==> config.mk <==
export PLATFORM = sky130hd
export DESIGN_NAME = crack_regs
export DESIGN_NICKNAME = d
export VERILOG_FILES = /design/src/arc4_crack_pkg.sv /design/src/byte_ram.sv /design/src/crack_regs.sv
export VERILOG_INCLUDE_DIRS = /design/src
export SDC_FILE = /design/constraint.sdc
export NUM_CORES = 2
export LEC_CHECK = 0
export BUFFER_PORTS_ARGS = -buffer_cell sky130_fd_sc_hd__buf_2
export CAP_MARGIN = 40
export CORE_AREA = 2 2 390 392
export DETAILED_ROUTE_END_ITERATION = 7
export DIE_AREA = 0 0 392 394
export PLACE_DENSITY = 0.71
export SYNTH_ARGS = -nofsm -noshare
export SYNTH_HDL_FRONTEND = slang
export SYNTH_HIERARCHICAL = 1
export SYNTH_SLANG_ARGS = --single-unit
==> constraint.sdc <==
create_clock -name clk -period 3.04 [get_ports clk]
set_input_delay 0.608 -clock clk [delete_from_list [all_inputs] [get_ports clk]]
set_output_delay 0.608 -clock clk [all_outputs]
set_load 0.03 [all_outputs]
==> src/arc4_crack_macros.svh <==
`ifndef ARC4_CRACK_MACROS_SVH
`define ARC4_CRACK_MACROS_SVH

// every memory holds one length-prefixed message or the full S table
`define ARC4_MEM_DEPTH 256

// accepted plaintext range, inclusive
`define PRINT_LO 8'h20
`define PRINT_HI 8'h7E

// wishbone byte addresses on the 12-bit bus
`define REG_CTRL      12'h000
`define REG_STATUS    12'h004
`define REG_FIRST_KEY 12'h008
`define REG_LAST_KEY  12'h00C
`define REG_FOUND_KEY 12'h010
`define CT_BASE       12'h400
`define PT_BASE       12'h800

`endif

==> src/arc4_crack_pkg.sv <==
`default_nettype none

package arc4_crack_pkg;

	// candidate key, key byte 0 sits in bits 23..16
	typedef logic [23:0] key_t;
	typedef logic [7:0]  byte_t;
	typedef logic [7:0]  mem_addr_t;

	typedef enum logic [3:0] {
		a4_idle, a4_init_s, a4_ksa_rd_i, a4_ksa_rd_j, a4_ksa_swap,
		a4_prga_rd_len, a4_prga_rd_i, a4_prga_rd_j, a4_prga_swap,
		a4_prga_rd_k, a4_prga_write, a4_done
	} arc4_state_e;

	typedef enum logic [2:0] {
		ck_idle, ck_rd_len, ck_ld_addr, ck_test, ck_valid
	} check_state_e;

	typedef enum logic [2:0] {
		cr_idle, cr_start_arc4, cr_wait_arc4, cr_start_check,
		cr_wait_check, cr_decide, cr_found, cr_exhausted
	} crack_state_e;

endpackage

`default_nettype wire

==> src/byte_ram.sv <==
`timescale 1ns/1ps
`default_nettype none

`include "arc4_crack_macros.svh"

module byte_ram
	import arc4_crack_pkg::*;
(
	input  wire            clk,
	input  wire mem_addr_t addr,
	input  wire byte_t     wdata,
	input  wire            we,
	output byte_t          rdata
);

	byte_t mem [0:`ARC4_MEM_DEPTH-1];

	// a read in the same cycle as a write returns the old byte
	always_ff @(posedge clk) begin
		if (we)
			mem[addr] <= wdata;
		rdata <= mem[addr];
	end

endmodule

`default_nettype wire

==> src/crack_regs.sv <==
`timescale 1ns/1ps
`default_nettype none

`include "arc4_crack_macros.svh"

module crack_regs
	import arc4_crack_pkg::*;
(
	input  wire            clk,
	input  wire            rst_n,
	input  wire            wb_cyc,
	input  wire            wb_stb,
	input  wire            wb_we,
	input  wire [11:0]     wb_adr,
	input  wire [31:0]     wb_dat_w,
	input  wire [3:0]      wb_sel,
	output logic [31:0]    wb_dat_r,
	output logic           wb_ack,
	output logic           start,
	output logic           abort,
	output key_t           first_key,
	output key_t           last_key,
	input  wire            busy,
	input  wire            done,
	input  wire            found,
	input  wire key_t      found_key,
	output mem_addr_t      pt_rd_addr,
	input  wire byte_t     pt_rd_data,
	input  wire mem_addr_t ct_addr,
	output byte_t          ct_rddata
);

	logic        req, is_ct, is_pt, pt_wait, ct_we;
	logic [31:0] reg_rdata;
	mem_addr_t   ct_ram_addr;

	function automatic key_t write_lanes(key_t cur);
		key_t nxt;
		nxt = cur;
		if (wb_sel[0])
			nxt[7:0] = wb_dat_w[7:0];
		if (wb_sel[1])
			nxt[15:8] = wb_dat_w[15:8];
		if (wb_sel[2])
			nxt[23:16] = wb_dat_w[23:16];
		return nxt;
	endfunction

	// new request only when no ack is out and no window read is pending
	assign req   = wb_cyc && wb_stb && !wb_ack && !pt_wait;
	assign is_ct = ({wb_adr[11:10], 10'd0} == `CT_BASE);
	assign is_pt = ({wb_adr[11:10], 10'd0} == `PT_BASE);

	// window reads are issued straight from the bus address
	assign pt_rd_addr = wb_adr[9:2];

	// the engine owns the ciphertext port during a search
	assign ct_ram_addr = busy ? ct_addr : wb_adr[9:2];
	assign ct_we       = wb_ack && wb_we && is_ct && wb_sel[0] && !busy;

	byte_ram u_ct_ram (
		.clk   (clk),
		.addr  (ct_ram_addr),
		.wdata (wb_dat_w[7:0]),
		.we    (ct_we),
		.rdata (ct_rddata)
	);

	always_comb begin
		case (wb_adr)
			`REG_STATUS:    reg_rdata = {29'd0, found, done, busy};
			`REG_FIRST_KEY: reg_rdata = {8'd0, first_key};
			`REG_LAST_KEY:  reg_rdata = {8'd0, last_key};
			`REG_FOUND_KEY: reg_rdata = {8'd0, found_key};
			default:        reg_rdata = 32'd0;
		endcase
	end

	always_ff @(posedge clk or negedge rst_n) begin
		if (!rst_n) begin
			wb_ack    <= 1'b0;
			pt_wait   <= 1'b0;
			start     <= 1'b0;
			abort     <= 1'b0;
			first_key <= '0;
			last_key  <= '0;
		end else begin
			wb_ack <= 1'b0;
			start  <= 1'b0;
			abort  <= 1'b0;
			if (pt_wait) begin
				pt_wait <= 1'b0;
				wb_ack  <= 1'b1;
			end else if (req) begin
				if (is_pt && !wb_we)
					pt_wait <= 1'b1;
				else
					wb_ack <= 1'b1;
				if (wb_we && wb_sel[0] && wb_adr == `REG_CTRL) begin
					start <= wb_dat_w[0];
					abort <= wb_dat_w[1];
				end
				// key changes during a search are dropped but still acked
				if (wb_we && !busy && wb_adr == `REG_FIRST_KEY)
					first_key <= write_lanes(first_key);
				if (wb_we && !busy && wb_adr == `REG_LAST_KEY)
					last_key <= write_lanes(last_key);
			end
		end
	end

	always_ff @(posedge clk) begin
		if (pt_wait)
			wb_dat_r <= {24'd0, pt_rd_data};
		else if (req)
			wb_dat_r <= reg_rdata;
	end

endmodule

`default_nettype wire

==> flow_summary.yaml <==
floorplan:
  io_pins: 195
  die_area_mm2: 0.154
  die_h_um: 394
  num_rows: 143
  initial_utilization_pct: 54.6
  core_area_mm2: 0.151
  die_w_um: 392
timing:
  rsz0062_at_grt: "no"
  period_minus_slack_ns: 2.87
  layout_setup_ws_ns: 0.166
  fmax_ghz: 0.348
  fin_setup_tns_ns: 0
  tightest_slew_ns: 0.940
  hold_viol: 0
  slew_headroom_pct: 37.4
  post-route-period-util_pct: 94.6
  whs_ns: 0.0681
  setup_viol: 0
  maxSlewViolCount: 0
  finClkSkew_ns: 0.0483
routing:
  wl_per_cell_um: 29.5
  drt_iter0_drc: 5125
  ant_nets: 0
  route.detailed.drc: 0
  via_count: 42800
  vias_per_cell: 6.29
  drt_wl_total_um: 200000
  drtPass1Iterations: 5
layout:
  fin_area_mm2: 0.0988
  final_cell_count_no_fill: 6803
  nets: 4694
  area_growth_pct: 20.1
  final_util_pct: 65.6
  drive_gt1_share_pct: 38.3
  final_cell_mix: "2,056 x edfxtp_1, 512 x mux4_2, 427 x buf_4"
  nFillCells: 9750
  n_antenna_cell: 0
  final_common_cell: "edfxtp_1"
global_route:
  grt_max_degree: 125
  use_met3_pct: 5.32
  antenna_found_initial: 4
  grtUsageMet2_pct: 40.9
  grt_util_all_layers_pct: 26.3
  use_met1_pct: 37.6
  grt_pass1_wl_um: 294000
  grt_pass1_vias: 43200
  top_usage_layer: "met2"
  overflow: 0
yosys:
  ys_warn_count: 6
  syn_inst: 3881
  ys.flop_type: "edfxtp_1"
  synth_cell_type_count: 45
  async_reset_ff_share_pct: 2.44
  synth-edff-count: 2056
  ys_seq_elements: 2132
  avgSynthCellArea_um2: 21.2
  netlist_area_mm2: 0.0822
  seq_area_frac_synth_pct: 77.2
critical_path:
  endpoint_kind: "flop"
  timing.rr.end: "u_ct_ram/rdata[7]"
  rrSetupSlack_ns: 0.54
  arrival_ns: 3.59
  crit_type: "in2reg"
  rr_startpoint: "u_ct_ram/mem[111][7]"
  critPathMaxFanout: 25
  start_kind: "input pin"
  worstPathRequired_ns: 3.76
  worst-r2r-cell-count: 6
clocking:
  cts_setup_buffers: 0
  h-tree-depth: 4
  post_cts_resized: 0
  cts_made_buffers: 203
  root_buffer: "clkbuf_16"
  clock-sinks: 2132
  ctsHoldBuffers: 22
  cts_tree: "built"
  clk_latency_ns: 0.84
  cts_max_path_buffers: 3
  clk_pin_slew_ns: 0.06
min_path:
  hold_class: "in2reg"
  min_to: "wb_dat_r[3]"
  holdPathStages: 3
  min-delay-start: "pt_rd_data[3]"
place:
  dp.cells: 6401
  dpl.hpwl_um: 128000
  pre_cts_slack_ns: -0.647
  io_buffers: 177
  gp_congestion: 0.951
  placed_area_mm2: 0.0920
job:
  cap_violations: 0
power:
  power_per_cell_area_mw_per_mm2: 624
  leakagePower_nw: 31.8
  finalPower_mw: 61.6
  ir_worst_vdd_v: 0.000573
run_status:
  status: "completed"
-- area by class of cell --
type	instances	area, µm²	share of cell area, %
repair buffers	771	7290	7.38
flip-flops and latches	2132	63500	64.3
multi-input cells	1487	18800	19.0
clock inverters	136	1350	1.37
well taps	2030	2540	2.57
inverters	3	11.3	0.0114
clock buffers	244	5270	5.33
-- layer usage --
layer  routed length (µm)  share of wire (%)
met4                 7060                3.5
met5                   33              0.016
met2                97100                 48
met1                78400                 39
met3                17900                8.9
-- where the power goes --
group | internal (mW) | leakage [nW] | switching [mW]
combinational | 1.87 | 9.20 | 2.53
clock | 14.1 | 3.23 | 10.9
sequential | 32.2 | 19.4 | 0.0459
-- registers in the layout (all words and copies together) (netlist names) --
register / cells
first_key: 24
wb_dat_r: 24
last_key: 24
start: 1
pt_wait: 1
u_ct_ram/mem: 2048
u_ct_ram/rdata: 8
wb_ack: 1
abort: 1
-- worst max-delay path by stage --
| stage | start | depth (start not counted) | to | slack, ns |
|---|---|---|---|---|
| 6_report | busy | 10 | u_ct_ram/rdata[7] | 0.17 |
| 5_1_grt | busy | 13 | u_ct_ram/rdata[7] | 0.12 |
| 4_1_cts | busy | 10 | u_ct_ram/rdata[7] | 0.25 |
| 3_5_place_dp | busy | 10 | u_ct_ram/rdata[7] | -0.65 |
| 3_3_place_gp | busy | 11 | u_ct_ram/rdata[7] | -0.62 |
| 2_1_floorplan | wb_adr[2] | 10 | u_ct_ram/mem[146][0] | -0.14 |
-- worst max-delay path, cell delays in order --
cell and delay (ns):
buf_2 0.13, mux2_8 0.36, buf_12 0.17, buf_12 0.22
mux4_2 0.53, a22oi_1 0.34, a21oi_1 0.20, o41ai_1 0.70
buf_4 0.22, nand4_1 0.08
-- Yosys cell counts, drive strengths merged (2+ instances only) --
cell,number,area [µm²]
buf,108,704
mux4,512,11500
nor4,2,27.5
nand3,15,75.1
nand2,57,214
nand4,11,114
o21ai,24,120
a211oi,3,22.5
nor2,260,976
o41ai,32,280
and3,5,31.3
inv,3,11.3
dfxtp,24,480
and2,6,37.5
nor2b,9,56.3
clkbuf,158,593
a22oi,256,1920
nor3b,2,15.0
or4,4,35.0
mux2,55,634
or2,2,12.5
a21oi,149,746
dfrtp,52,1300
nor3,34,181
nand2b,9,56.3
mux2i,24,240
edfxtp,2056,61700
-- cell families (layout without fill, tap and decap cells) --
group	Yosys count	count (layout)	synth area share, %
buffers and inverters	269	1154	1.59
AND/OR/NAND/NOR	422	422	2.29
AO/OA/AOI/OAI	465	465	3.77
other	1	8	0.00456
flip-flops	2132	2132	77.2
multiplexers	591	591	15.1
XOR/XNOR	1	1	0.0107
No activity file was read; power rests on OpenSTA's default activity.
