--- src/arc4_crack_macros.svh ---
`ifndef ARC4_CRACK_MACROS_SVH
`define ARC4_CRACK_MACROS_SVH

// every memory holds one length-prefixed message or the full S table
`define ARC4_MEM_DEPTH 256

// accepted plaintext range, inclusive
`define PRINT_LO 8'h20
`define PRINT_HI 8'h7E

// wishbone byte addresses on the 12-bit bus
`define REG_CTRL      12'h000
`define REG_STATUS    12'h004
`define REG_FIRST_KEY 12'h008
`define REG_LAST_KEY  12'h00C
`define REG_FOUND_KEY 12'h010
`define CT_BASE       12'h400
`define PT_BASE       12'h800

`endif

--- src/arc4_crack_pkg.sv ---
`default_nettype none

package arc4_crack_pkg;

	// candidate key, key byte 0 sits in bits 23..16
	typedef logic [23:0] key_t;
	typedef logic [7:0]  byte_t;
	typedef logic [7:0]  mem_addr_t;

	typedef enum logic [3:0] {
		a4_idle, a4_init_s, a4_ksa_rd_i, a4_ksa_rd_j, a4_ksa_swap,
		a4_prga_rd_len, a4_prga_rd_i, a4_prga_rd_j, a4_prga_swap,
		a4_prga_rd_k, a4_prga_write, a4_done
	} arc4_state_e;

	typedef enum logic [2:0] {
		ck_idle, ck_rd_len, ck_ld_addr, ck_test, ck_valid
	} check_state_e;

	typedef enum logic [2:0] {
		cr_idle, cr_start_arc4, cr_wait_arc4, cr_start_check,
		cr_wait_check, cr_decide, cr_found, cr_exhausted
	} crack_state_e;

endpackage

`default_nettype wire

--- src/byte_ram.sv ---
`timescale 1ns/1ps
`default_nettype none

`include "arc4_crack_macros.svh"

module byte_ram
	import arc4_crack_pkg::*;
(
	input  wire            clk,
	input  wire mem_addr_t addr,
	input  wire byte_t     wdata,
	input  wire            we,
	output byte_t          rdata
);

	byte_t mem [0:`ARC4_MEM_DEPTH-1];

	// a read in the same cycle as a write returns the old byte
	always_ff @(posedge clk) begin
		if (we)
			mem[addr] <= wdata;
		rdata <= mem[addr];
	end

endmodule

`default_nettype wire

--- src/arc4_core.sv ---
`timescale 1ns/1ps
`default_nettype none

module arc4_core
	import arc4_crack_pkg::*;
(
	input  wire            clk,
	input  wire            rst_n,
	input  wire            en,
	output logic           rdy,
	input  wire key_t      key,
	output mem_addr_t      ct_addr,
	input  wire byte_t     ct_rddata,
	output mem_addr_t      pt_addr,
	output byte_t          pt_wrdata,
	output logic           pt_wren,
	input  wire byte_t     pt_rddata
);

	arc4_state_e state;
	mem_addr_t   i, j, j_next, s_addr;
	byte_t       si, sj, k, key_byte, s_wdata, s_rdata;
	logic [1:0]  kidx;
	logic        phase;
	logic        s_we;

	byte_ram u_s_ram (
		.clk   (clk),
		.addr  (s_addr),
		.wdata (s_wdata),
		.we    (s_we),
		.rdata (s_rdata)
	);

	// key byte for i mod 3, tracked by kidx instead of a divider
	always_comb begin
		case (kidx)
			2'd0:    key_byte = key[23:16];
			2'd1:    key_byte = key[15:8];
			default: key_byte = key[7:0];
		endcase
	end

	assign j_next = (state == a4_ksa_rd_j) ? j + s_rdata + key_byte : j + s_rdata;

	always_comb begin
		rdy       = 1'b0;
		s_addr    = i;
		s_wdata   = i;
		s_we      = 1'b0;
		ct_addr   = '0;
		pt_addr   = '0;
		pt_wrdata = ct_rddata ^ s_rdata;
		pt_wren   = 1'b0;
		case (state)
			a4_idle:   rdy = 1'b1;
			a4_init_s: s_we = 1'b1;
			a4_ksa_rd_j, a4_prga_rd_j: s_addr = j_next;
			// single-port S, so the swap takes two write cycles
			a4_ksa_swap, a4_prga_swap: begin
				s_we = 1'b1;
				if (phase) begin
					s_addr  = j;
					s_wdata = si;
				end else begin
					s_addr  = i;
					s_wdata = s_rdata;
				end
			end
			a4_prga_rd_len: begin
				if (phase) begin
					pt_wrdata = ct_rddata;
					pt_wren   = 1'b1;
				end
			end
			a4_prga_rd_i: s_addr = i + 8'd1;
			a4_prga_rd_k: begin
				s_addr  = si + sj;
				ct_addr = k;
			end
			a4_prga_write: begin
				pt_addr = k;
				pt_wren = 1'b1;
			end
			default: ;
		endcase
	end

	always_ff @(posedge clk or negedge rst_n) begin
		if (!rst_n) begin
			state <= a4_idle;
			i     <= '0;
			j     <= '0;
			si    <= '0;
			sj    <= '0;
			k     <= '0;
			kidx  <= '0;
			phase <= 1'b0;
		end else begin
			case (state)
				a4_idle: begin
					if (en) begin
						i     <= '0;
						state <= a4_init_s;
					end
				end
				a4_init_s: begin
					i <= i + 8'd1;
					if (i == 8'hFF) begin
						j     <= '0;
						kidx  <= '0;
						state <= a4_ksa_rd_i;
					end
				end
				a4_ksa_rd_i: state <= a4_ksa_rd_j;
				a4_ksa_rd_j, a4_prga_rd_j: begin
					si    <= s_rdata;
					j     <= j_next;
					state <= (state == a4_ksa_rd_j) ? a4_ksa_swap : a4_prga_swap;
				end
				a4_ksa_swap: begin
					phase <= ~phase;
					if (!phase) begin
						sj <= s_rdata;
					end else begin
						i    <= i + 8'd1;
						kidx <= (kidx == 2'd2) ? 2'd0 : kidx + 2'd1;
						if (i == 8'hFF) begin
							j     <= '0;
							state <= a4_prga_rd_len;
						end else begin
							state <= a4_ksa_rd_i;
						end
					end
				end
				// phase 0 reads ct[0], phase 1 copies it to pt[0]
				a4_prga_rd_len: begin
					phase <= ~phase;
					if (phase) begin
						k     <= 8'd1;
						state <= (ct_rddata == 8'd0) ? a4_done : a4_prga_rd_i;
					end
				end
				a4_prga_rd_i: begin
					i     <= i + 8'd1;
					state <= a4_prga_rd_j;
				end
				a4_prga_swap: begin
					phase <= ~phase;
					if (!phase)
						sj <= s_rdata;
					else
						state <= a4_prga_rd_k;
				end
				a4_prga_rd_k: state <= a4_prga_write;
				// pt address was 0 in rd_k, so pt_rddata holds the message length here
				a4_prga_write: begin
					k     <= k + 8'd1;
					state <= (k == pt_rddata) ? a4_done : a4_prga_rd_i;
				end
				a4_done: state <= a4_idle;
				default: state <= a4_idle;
			endcase
		end
	end

endmodule

`default_nettype wire

--- src/pt_check.sv ---
`timescale 1ns/1ps
`default_nettype none

`include "arc4_crack_macros.svh"

module pt_check
	import arc4_crack_pkg::*;
(
	input  wire        clk,
	input  wire        rst_n,
	input  wire        en,
	output logic       rdy,
	output mem_addr_t  addr,
	input  wire byte_t rd_data,
	output logic       key_valid
);

	check_state_e state;
	byte_t        len;
	mem_addr_t    idx;
	logic         printable;

	assign printable = (rd_data >= `PRINT_LO) && (rd_data <= `PRINT_HI);

	// address stays at 0 while ready so an en cycle already fetches the length
	always_comb begin
		rdy       = (state == ck_idle) || (state == ck_valid);
		key_valid = (state == ck_valid);
		addr      = (state == ck_ld_addr) ? idx : '0;
	end

	always_ff @(posedge clk or negedge rst_n) begin
		if (!rst_n) begin
			state <= ck_idle;
			len   <= '0;
			idx   <= '0;
		end else begin
			case (state)
				ck_idle, ck_valid: begin
					if (en)
						state <= ck_rd_len;
				end
				ck_rd_len: begin
					len   <= rd_data;
					idx   <= 8'd1;
					state <= (rd_data == 8'd0) ? ck_valid : ck_ld_addr;
				end
				ck_ld_addr: state <= ck_test;
				// first byte outside the range ends the scan with a reject
				ck_test: begin
					if (!printable) begin
						state <= ck_idle;
					end else if (idx == len) begin
						state <= ck_valid;
					end else begin
						idx   <= idx + 8'd1;
						state <= ck_ld_addr;
					end
				end
				default: state <= ck_idle;
			endcase
		end
	end

endmodule

`default_nettype wire

--- src/crack_ctrl.sv ---
`timescale 1ns/1ps
`default_nettype none

module crack_ctrl
	import arc4_crack_pkg::*;
(
	input  wire            clk,
	input  wire            rst_n,
	input  wire            start,
	input  wire            abort,
	input  wire key_t      first_key,
	input  wire key_t      last_key,
	output logic           busy,
	output logic           done,
	output logic           found,
	output key_t           found_key,
	output mem_addr_t      ct_addr,
	input  wire byte_t     ct_rddata,
	input  wire mem_addr_t pt_rd_addr,
	output byte_t          pt_rd_data
);

	crack_state_e state;
	key_t         cand;
	logic         a4_en, a4_rdy, a4_pt_wren, chk_en, chk_rdy, key_valid, pt_we;
	mem_addr_t    a4_pt_addr, chk_addr, pt_addr;
	byte_t        a4_pt_wrdata, pt_rdata;

	arc4_core u_arc4 (
		.clk       (clk),
		.rst_n     (rst_n),
		.en        (a4_en),
		.rdy       (a4_rdy),
		.key       (cand),
		.ct_addr   (ct_addr),
		.ct_rddata (ct_rddata),
		.pt_addr   (a4_pt_addr),
		.pt_wrdata (a4_pt_wrdata),
		.pt_wren   (a4_pt_wren),
		.pt_rddata (pt_rdata)
	);

	pt_check u_check (
		.clk       (clk),
		.rst_n     (rst_n),
		.en        (chk_en),
		.rdy       (chk_rdy),
		.addr      (chk_addr),
		.rd_data   (pt_rdata),
		.key_valid (key_valid)
	);

	byte_ram u_pt_ram (
		.clk   (clk),
		.addr  (pt_addr),
		.wdata (a4_pt_wrdata),
		.we    (pt_we),
		.rdata (pt_rdata)
	);

	assign busy       = !(state inside {cr_idle, cr_found, cr_exhausted});
	assign found      = (state == cr_found);
	assign a4_en      = (state == cr_start_arc4) && a4_rdy;
	assign chk_en     = (state == cr_start_check) && chk_rdy;
	assign pt_rd_data = pt_rdata;

	// the bus window owns the plaintext memory whenever no search runs
	always_comb begin
		pt_addr = pt_rd_addr;
		pt_we   = 1'b0;
		case (state)
			cr_start_arc4, cr_wait_arc4: begin
				pt_addr = a4_pt_addr;
				pt_we   = a4_pt_wren;
			end
			cr_start_check, cr_wait_check, cr_decide: pt_addr = chk_addr;
			default: ;
		endcase
	end

	always_ff @(posedge clk or negedge rst_n) begin
		if (!rst_n) begin
			state     <= cr_idle;
			cand      <= '0;
			found_key <= '0;
			done      <= 1'b0;
		end else begin
			case (state)
				cr_idle, cr_found, cr_exhausted: begin
					if (start) begin
						cand  <= first_key;
						done  <= 1'b0;
						state <= cr_start_arc4;
					end
				end
				cr_start_arc4:  if (a4_rdy) state <= cr_wait_arc4;
				cr_wait_arc4:   if (a4_rdy) state <= cr_start_check;
				cr_start_check: if (chk_rdy) state <= cr_wait_check;
				cr_wait_check:  if (chk_rdy) state <= cr_decide;
				// a first key above the last key stops after one candidate
				cr_decide: begin
					if (key_valid) begin
						found_key <= cand;
						done      <= 1'b1;
						state     <= cr_found;
					end else if (cand >= last_key) begin
						done  <= 1'b1;
						state <= cr_exhausted;
					end else begin
						cand  <= cand + 24'd1;
						state <= cr_start_arc4;
					end
				end
				default: state <= cr_idle;
			endcase
			if (abort && busy) begin
				done  <= 1'b1;
				state <= cr_idle;
			end
		end
	end

endmodule

`default_nettype wire

--- config.mk ---
export PLATFORM = sky130hd
export DESIGN_NAME = crack_ctrl
export DESIGN_NICKNAME = d
export VERILOG_FILES = /design/src/arc4_crack_pkg.sv /design/src/byte_ram.sv /design/src/arc4_core.sv /design/src/pt_check.sv /design/src/crack_ctrl.sv
export VERILOG_INCLUDE_DIRS = /design/src
export SDC_FILE = /design/constraint.sdc
export NUM_CORES = 2
export LEC_CHECK = 0
export BUFFER_PORTS_ARGS = -buffer_cell sky130_fd_sc_hd__buf_2
export CAP_MARGIN = 20
export CORE_ASPECT_RATIO = 0.7
export CORE_MARGIN = 1.5
export CORE_UTILIZATION = 35
export DETAILED_ROUTE_END_ITERATION = 8
export PLACE_DENSITY_LB_ADDON = 0.1
export SYNTH_ARGS = -nofsm -noshare
export SYNTH_HDL_FRONTEND = slang
export SYNTH_HIERARCHICAL = 1
export SYNTH_SLANG_ARGS = --single-unit
--- constraint.sdc ---
create_clock -name clk -period 14.8 [get_ports clk]
set_input_delay 0.74 -clock clk [delete_from_list [all_inputs] [get_ports clk]]
set_output_delay 0.74 -clock clk [all_outputs]
set_load 0.01 [all_outputs]
==> impl_metrics.py <==
metrics = {
    "timing": {
        "fin_crit_sh_pct": 56.0,
        "whs_ns": 0.138,
        "finalSetupTns_ns": 0,
        "skew_ns": 0.0465,
        "setup_viol": 0,
        "worst_slew_pin_slew_ns": 1.65,
        "relSlewSlack_pct": -9.70,
        "max_freq_mhz": 121,
        "hold_viol": 0,
        "slew_violations": 128,
        "rsz0062_at_grt": "false",
        "period_needed_ns": 8.29,
    },
    "placement": {
        "dp_hpwl_um": 294000,
        "gp_congestion": 0.802,
        "io_buffers": 110,
        "placed_area_um2": 175000,
    },
    "setup_path": {
        "worstPathMaxFanout": 127,
        "startpoint_type": "flop",
        "path_cells": "nor2b_1, o21ai_2, buf_4, o21ai_0, a221o_4, buf_4, buf_12, buf_12, mux4_2, a22oi_1, a21oi_1, o41ai_2, nand4_1",
        "crit_arrival_ns": 8.89,
        "slowest_delay_ns": 0.92,
        "worst-setup-path-type": "reg2reg",
        "end_kind": "flop",
        "critPathRequiredTime_ns": 15.40,
        "cp_top_family": "compound AO/OA/AOI/OAI gates",
        "crit_path_top_delay_cell": "o41ai_2",
        "worstPathBufferInverterCount": 4,
    },
    "cells_and_area": {
        "stdcell_area_um2": 189000,
        "ff_latch_area_um2": 126000,
        "final_nets": 8527,
        "fill_cells": 41700,
        "drive_gt1_share_pct": 25.4,
        "multi_input_area_um2": 37800,
        "areaGrowthSynthToFinish_pct": 13.8,
    },
    "global_route": {
        "grt_max_degree": 205,
        "grt.total_usage_pct": 19.7,
        "gr-total-overflow": 0,
        "antenna_found_initial": 48,
        "grt_pass1_vias": 83800,
        "grt_pass1_wl_um": 673000,
    },
    "clock_tree": {
        "cts_setup_buffers": 0,
        "cts_tree": "built",
        "htreeDepth": 5,
        "cts_root_buf": "clkbuf_16",
        "clk_latency_ns": 1.01,
        "cts.clk_slew.worst_paths_ns": 0.07,
        "clk_path_buf_depth": 4,
        "clock-sinks": 4230,
        "numCtsBuffers": 433,
    },
    "die": {
        "start_util_pct": 35.2,
        "die_h_um": 579,
        "io_pins": 111,
        "rows": 211,
        "die_area_um2": 479000,
        "core-area_um2": 472000,
        "die_w_um": 827,
    },
    "logic_synthesis": {
        "synth_compound_area_share_pct": 4.36,
        "synth.avg_cell_area_um2": 20.5,
        "syn_nets": 8221,
        "synth_top_family_by_area": "multiplexers",
        "synth_cell_type_count": 98,
        "synth_mux_area_share_pct": 14.6,
        "synth_edf_count": 4096,
        "synthFlopType": "edfxtp_1",
        "synthCells": 8101,
        "synthArstFlopShare_pct": 2.79,
        "yosys_warnings": 6,
        "synthXorXnorAreaFrac_pct": 0.256,
        "synth.yosys.seq_area_share_pct": 76.0,
        "yosys.area_share.simple_pct": 2.81,
        "ys_seq_elements": 4230,
        "synthAdderAreaFrac_pct": 0.405,
        "syn_area_um2": 166000,
    },
    "power": {
        "power.density_nw_per_um2": 184,
        "vdd_drop_max_mv": 0.303,
        "cellLeakagePower_nw": 56.7,
    },
    "detailed_routing": {
        "wirelength_um": 482000,
        "dr.pass1.iters": 5,
        "routed_via_density": 5.58,
        "final_antenna_net_count": 0,
        "route.detailed.drc": 0,
        "drt_iter0_markers": 9511,
        "wire_per_inst_um": 32.0,
        "vias": 84100,
    },
    "run_status": {
        "violations": "max-slew violations",
        "status": "complete, but fails checks",
    },
    "job": {
        "drv_cap": 0,
    },
    "hold_path": {
        "holdCritPathClass": "in2reg",
    },
}
==> tightest hold or removal path: stages <==
cell and delay [ns]:
buf_2 0.13, o21ai_0 0.16, a21oi_1 0.07
==> state kept, by name, indices dropped and copies added (netlist names) <==
name                  cells
u_arc4/u_s_ram/mem     2048
u_pt_ram/mem           2048
cand                     24
found_key                24
u_arc4/i                  8
u_arc4/j                  8
u_arc4/k                  8
u_arc4/si                 8
u_arc4/sj                 8
u_arc4/u_s_ram/rdata      8
u_check/idx               8
u_check/len               8
u_pt_ram/rdata            8
u_arc4/state              4
state                     3
u_check/state             3
u_arc4/kidx               2
done                      1
u_arc4/phase              1
==> cells in the final DEF, fill, tap and decap left out, drive strengths merged, types with 26 or more instances in the layout <==
| cell type | instances |
|---|---|
| a21oi | 300 |
| a22oi | 526 |
| and2 | 31 |
| buf | 375 |
| bufinv | 46 |
| clkbuf | 517 |
| clkinv | 191 |
| dfrtp | 118 |
| edfxtp | 4096 |
| ha | 49 |
| inv | 56 |
| mux2 | 59 |
| mux2i | 32 |
| mux4 | 1033 |
| nand2 | 194 |
| nand2b | 26 |
| nand3 | 56 |
| nand4 | 32 |
| nor2 | 526 |
| nor3 | 72 |
| o21ai | 73 |
| o41ai | 67 |
==> layer usage <==
| metal | vias to the layer above | GRT usage, % | routed length (um) |
|---|---|---|---|
| met5 | - | 0 | 26 |
| met2 | 3150 | 27.9 | 204000 |
| li1 | 34500 | - | - |
| met3 | 517 | 4.67 | 42400 |
| met4 | 4 | 3.85 | 8610 |
| met1 | 45900 | 31.0 | 226000 |
==> synthesized netlist by cell type (27+ instances only) <==
library cell | count | area [um2]
edfxtp_1 | 4096 | 123000
dfrtp_1 | 118 | 2950
buf_4 | 35 | 263
o21ai_0 | 68 | 340
inv_1 | 41 | 154
buf_1 | 43 | 161
nor2_1 | 523 | 1960
a21oi_1 | 298 | 1490
mux4_2 | 1033 | 23300
mux2i_1 | 32 | 320
nand3_1 | 55 | 275
o41ai_1 | 66 | 578
ha_1 | 49 | 613
a22oi_1 | 525 | 3940
nand4_1 | 30 | 188
buf_2 | 85 | 425
and2_1 | 27 | 169
clkbuf_1 | 311 | 1170
nand2_1 | 193 | 724
buf_6 | 39 | 439
nor3_1 | 72 | 360
mux2_2 | 59 | 664
==> final cells by class <==
type	count	area share (%)
inverters	42	0.0834
diodes	17	0.0225
repair buffers	386	1.58
clock inverters	274	1.39
clock buffers	517	5.99
flip-flops and latches	4230	66.8
well taps	6283	4.16
multi-input cells	3314	20.0
==> metrics by stage <==
stage	std cells	power [mW]	setup slack, ns	util (%)
floorplan	8101	21.3	1.54	-
global placement	14200	24.1	4.59	37.0
detailed placement	14200	24.2	6.59	37.0
CTS	15000	35.2	6.55	40.0
global route	15100	36.1	6.09	40.0
finish	15100	34.8	6.51	40.0
==> timing repair <==
action	CTS	global route
endpoints found under the hold margin	63	0
hold buffers	11	0
gates resized for setup	0	0
endpoints found under the setup margin	0	0
==> final timing paths <==
check / from / end / slack (ns) / depth (start not counted)
max: u_arc4/state[3] / u_arc4/u_s_ram/rdata[0] / 6.51 / 13
max reg2reg: u_arc4/state[3] / u_arc4/u_s_ram/rdata[0] / 6.51 / 13
min in group asynchronous: rst_n / found_key[5] / 0.27 / 2
max in group asynchronous: rst_n / u_check/len[7] / 13.16 / 3
min reg2reg: u_check/len[7] / u_check/len[7] / 0.50 / 2
min: first_key[7] / cand[7] / 0.14 / 3
==> cell families after synthesis <==
group / Yosys count
buf+inv: 557
flops: 4230
mux: 1124
compound gates: 1059
simple gates: 1032
xor+xnor: 47
fa+ha+maj: 52
==> power by group <==
group          total, mW  switching (mW)  leakage [nW]  internal [mW]
Combinational       9.04            6.04          12.5           3.00
Clock               10.9            4.67          6.80           6.24
Sequential          14.8           0.258          37.4           14.6
(Power assumes the default switching activity.)
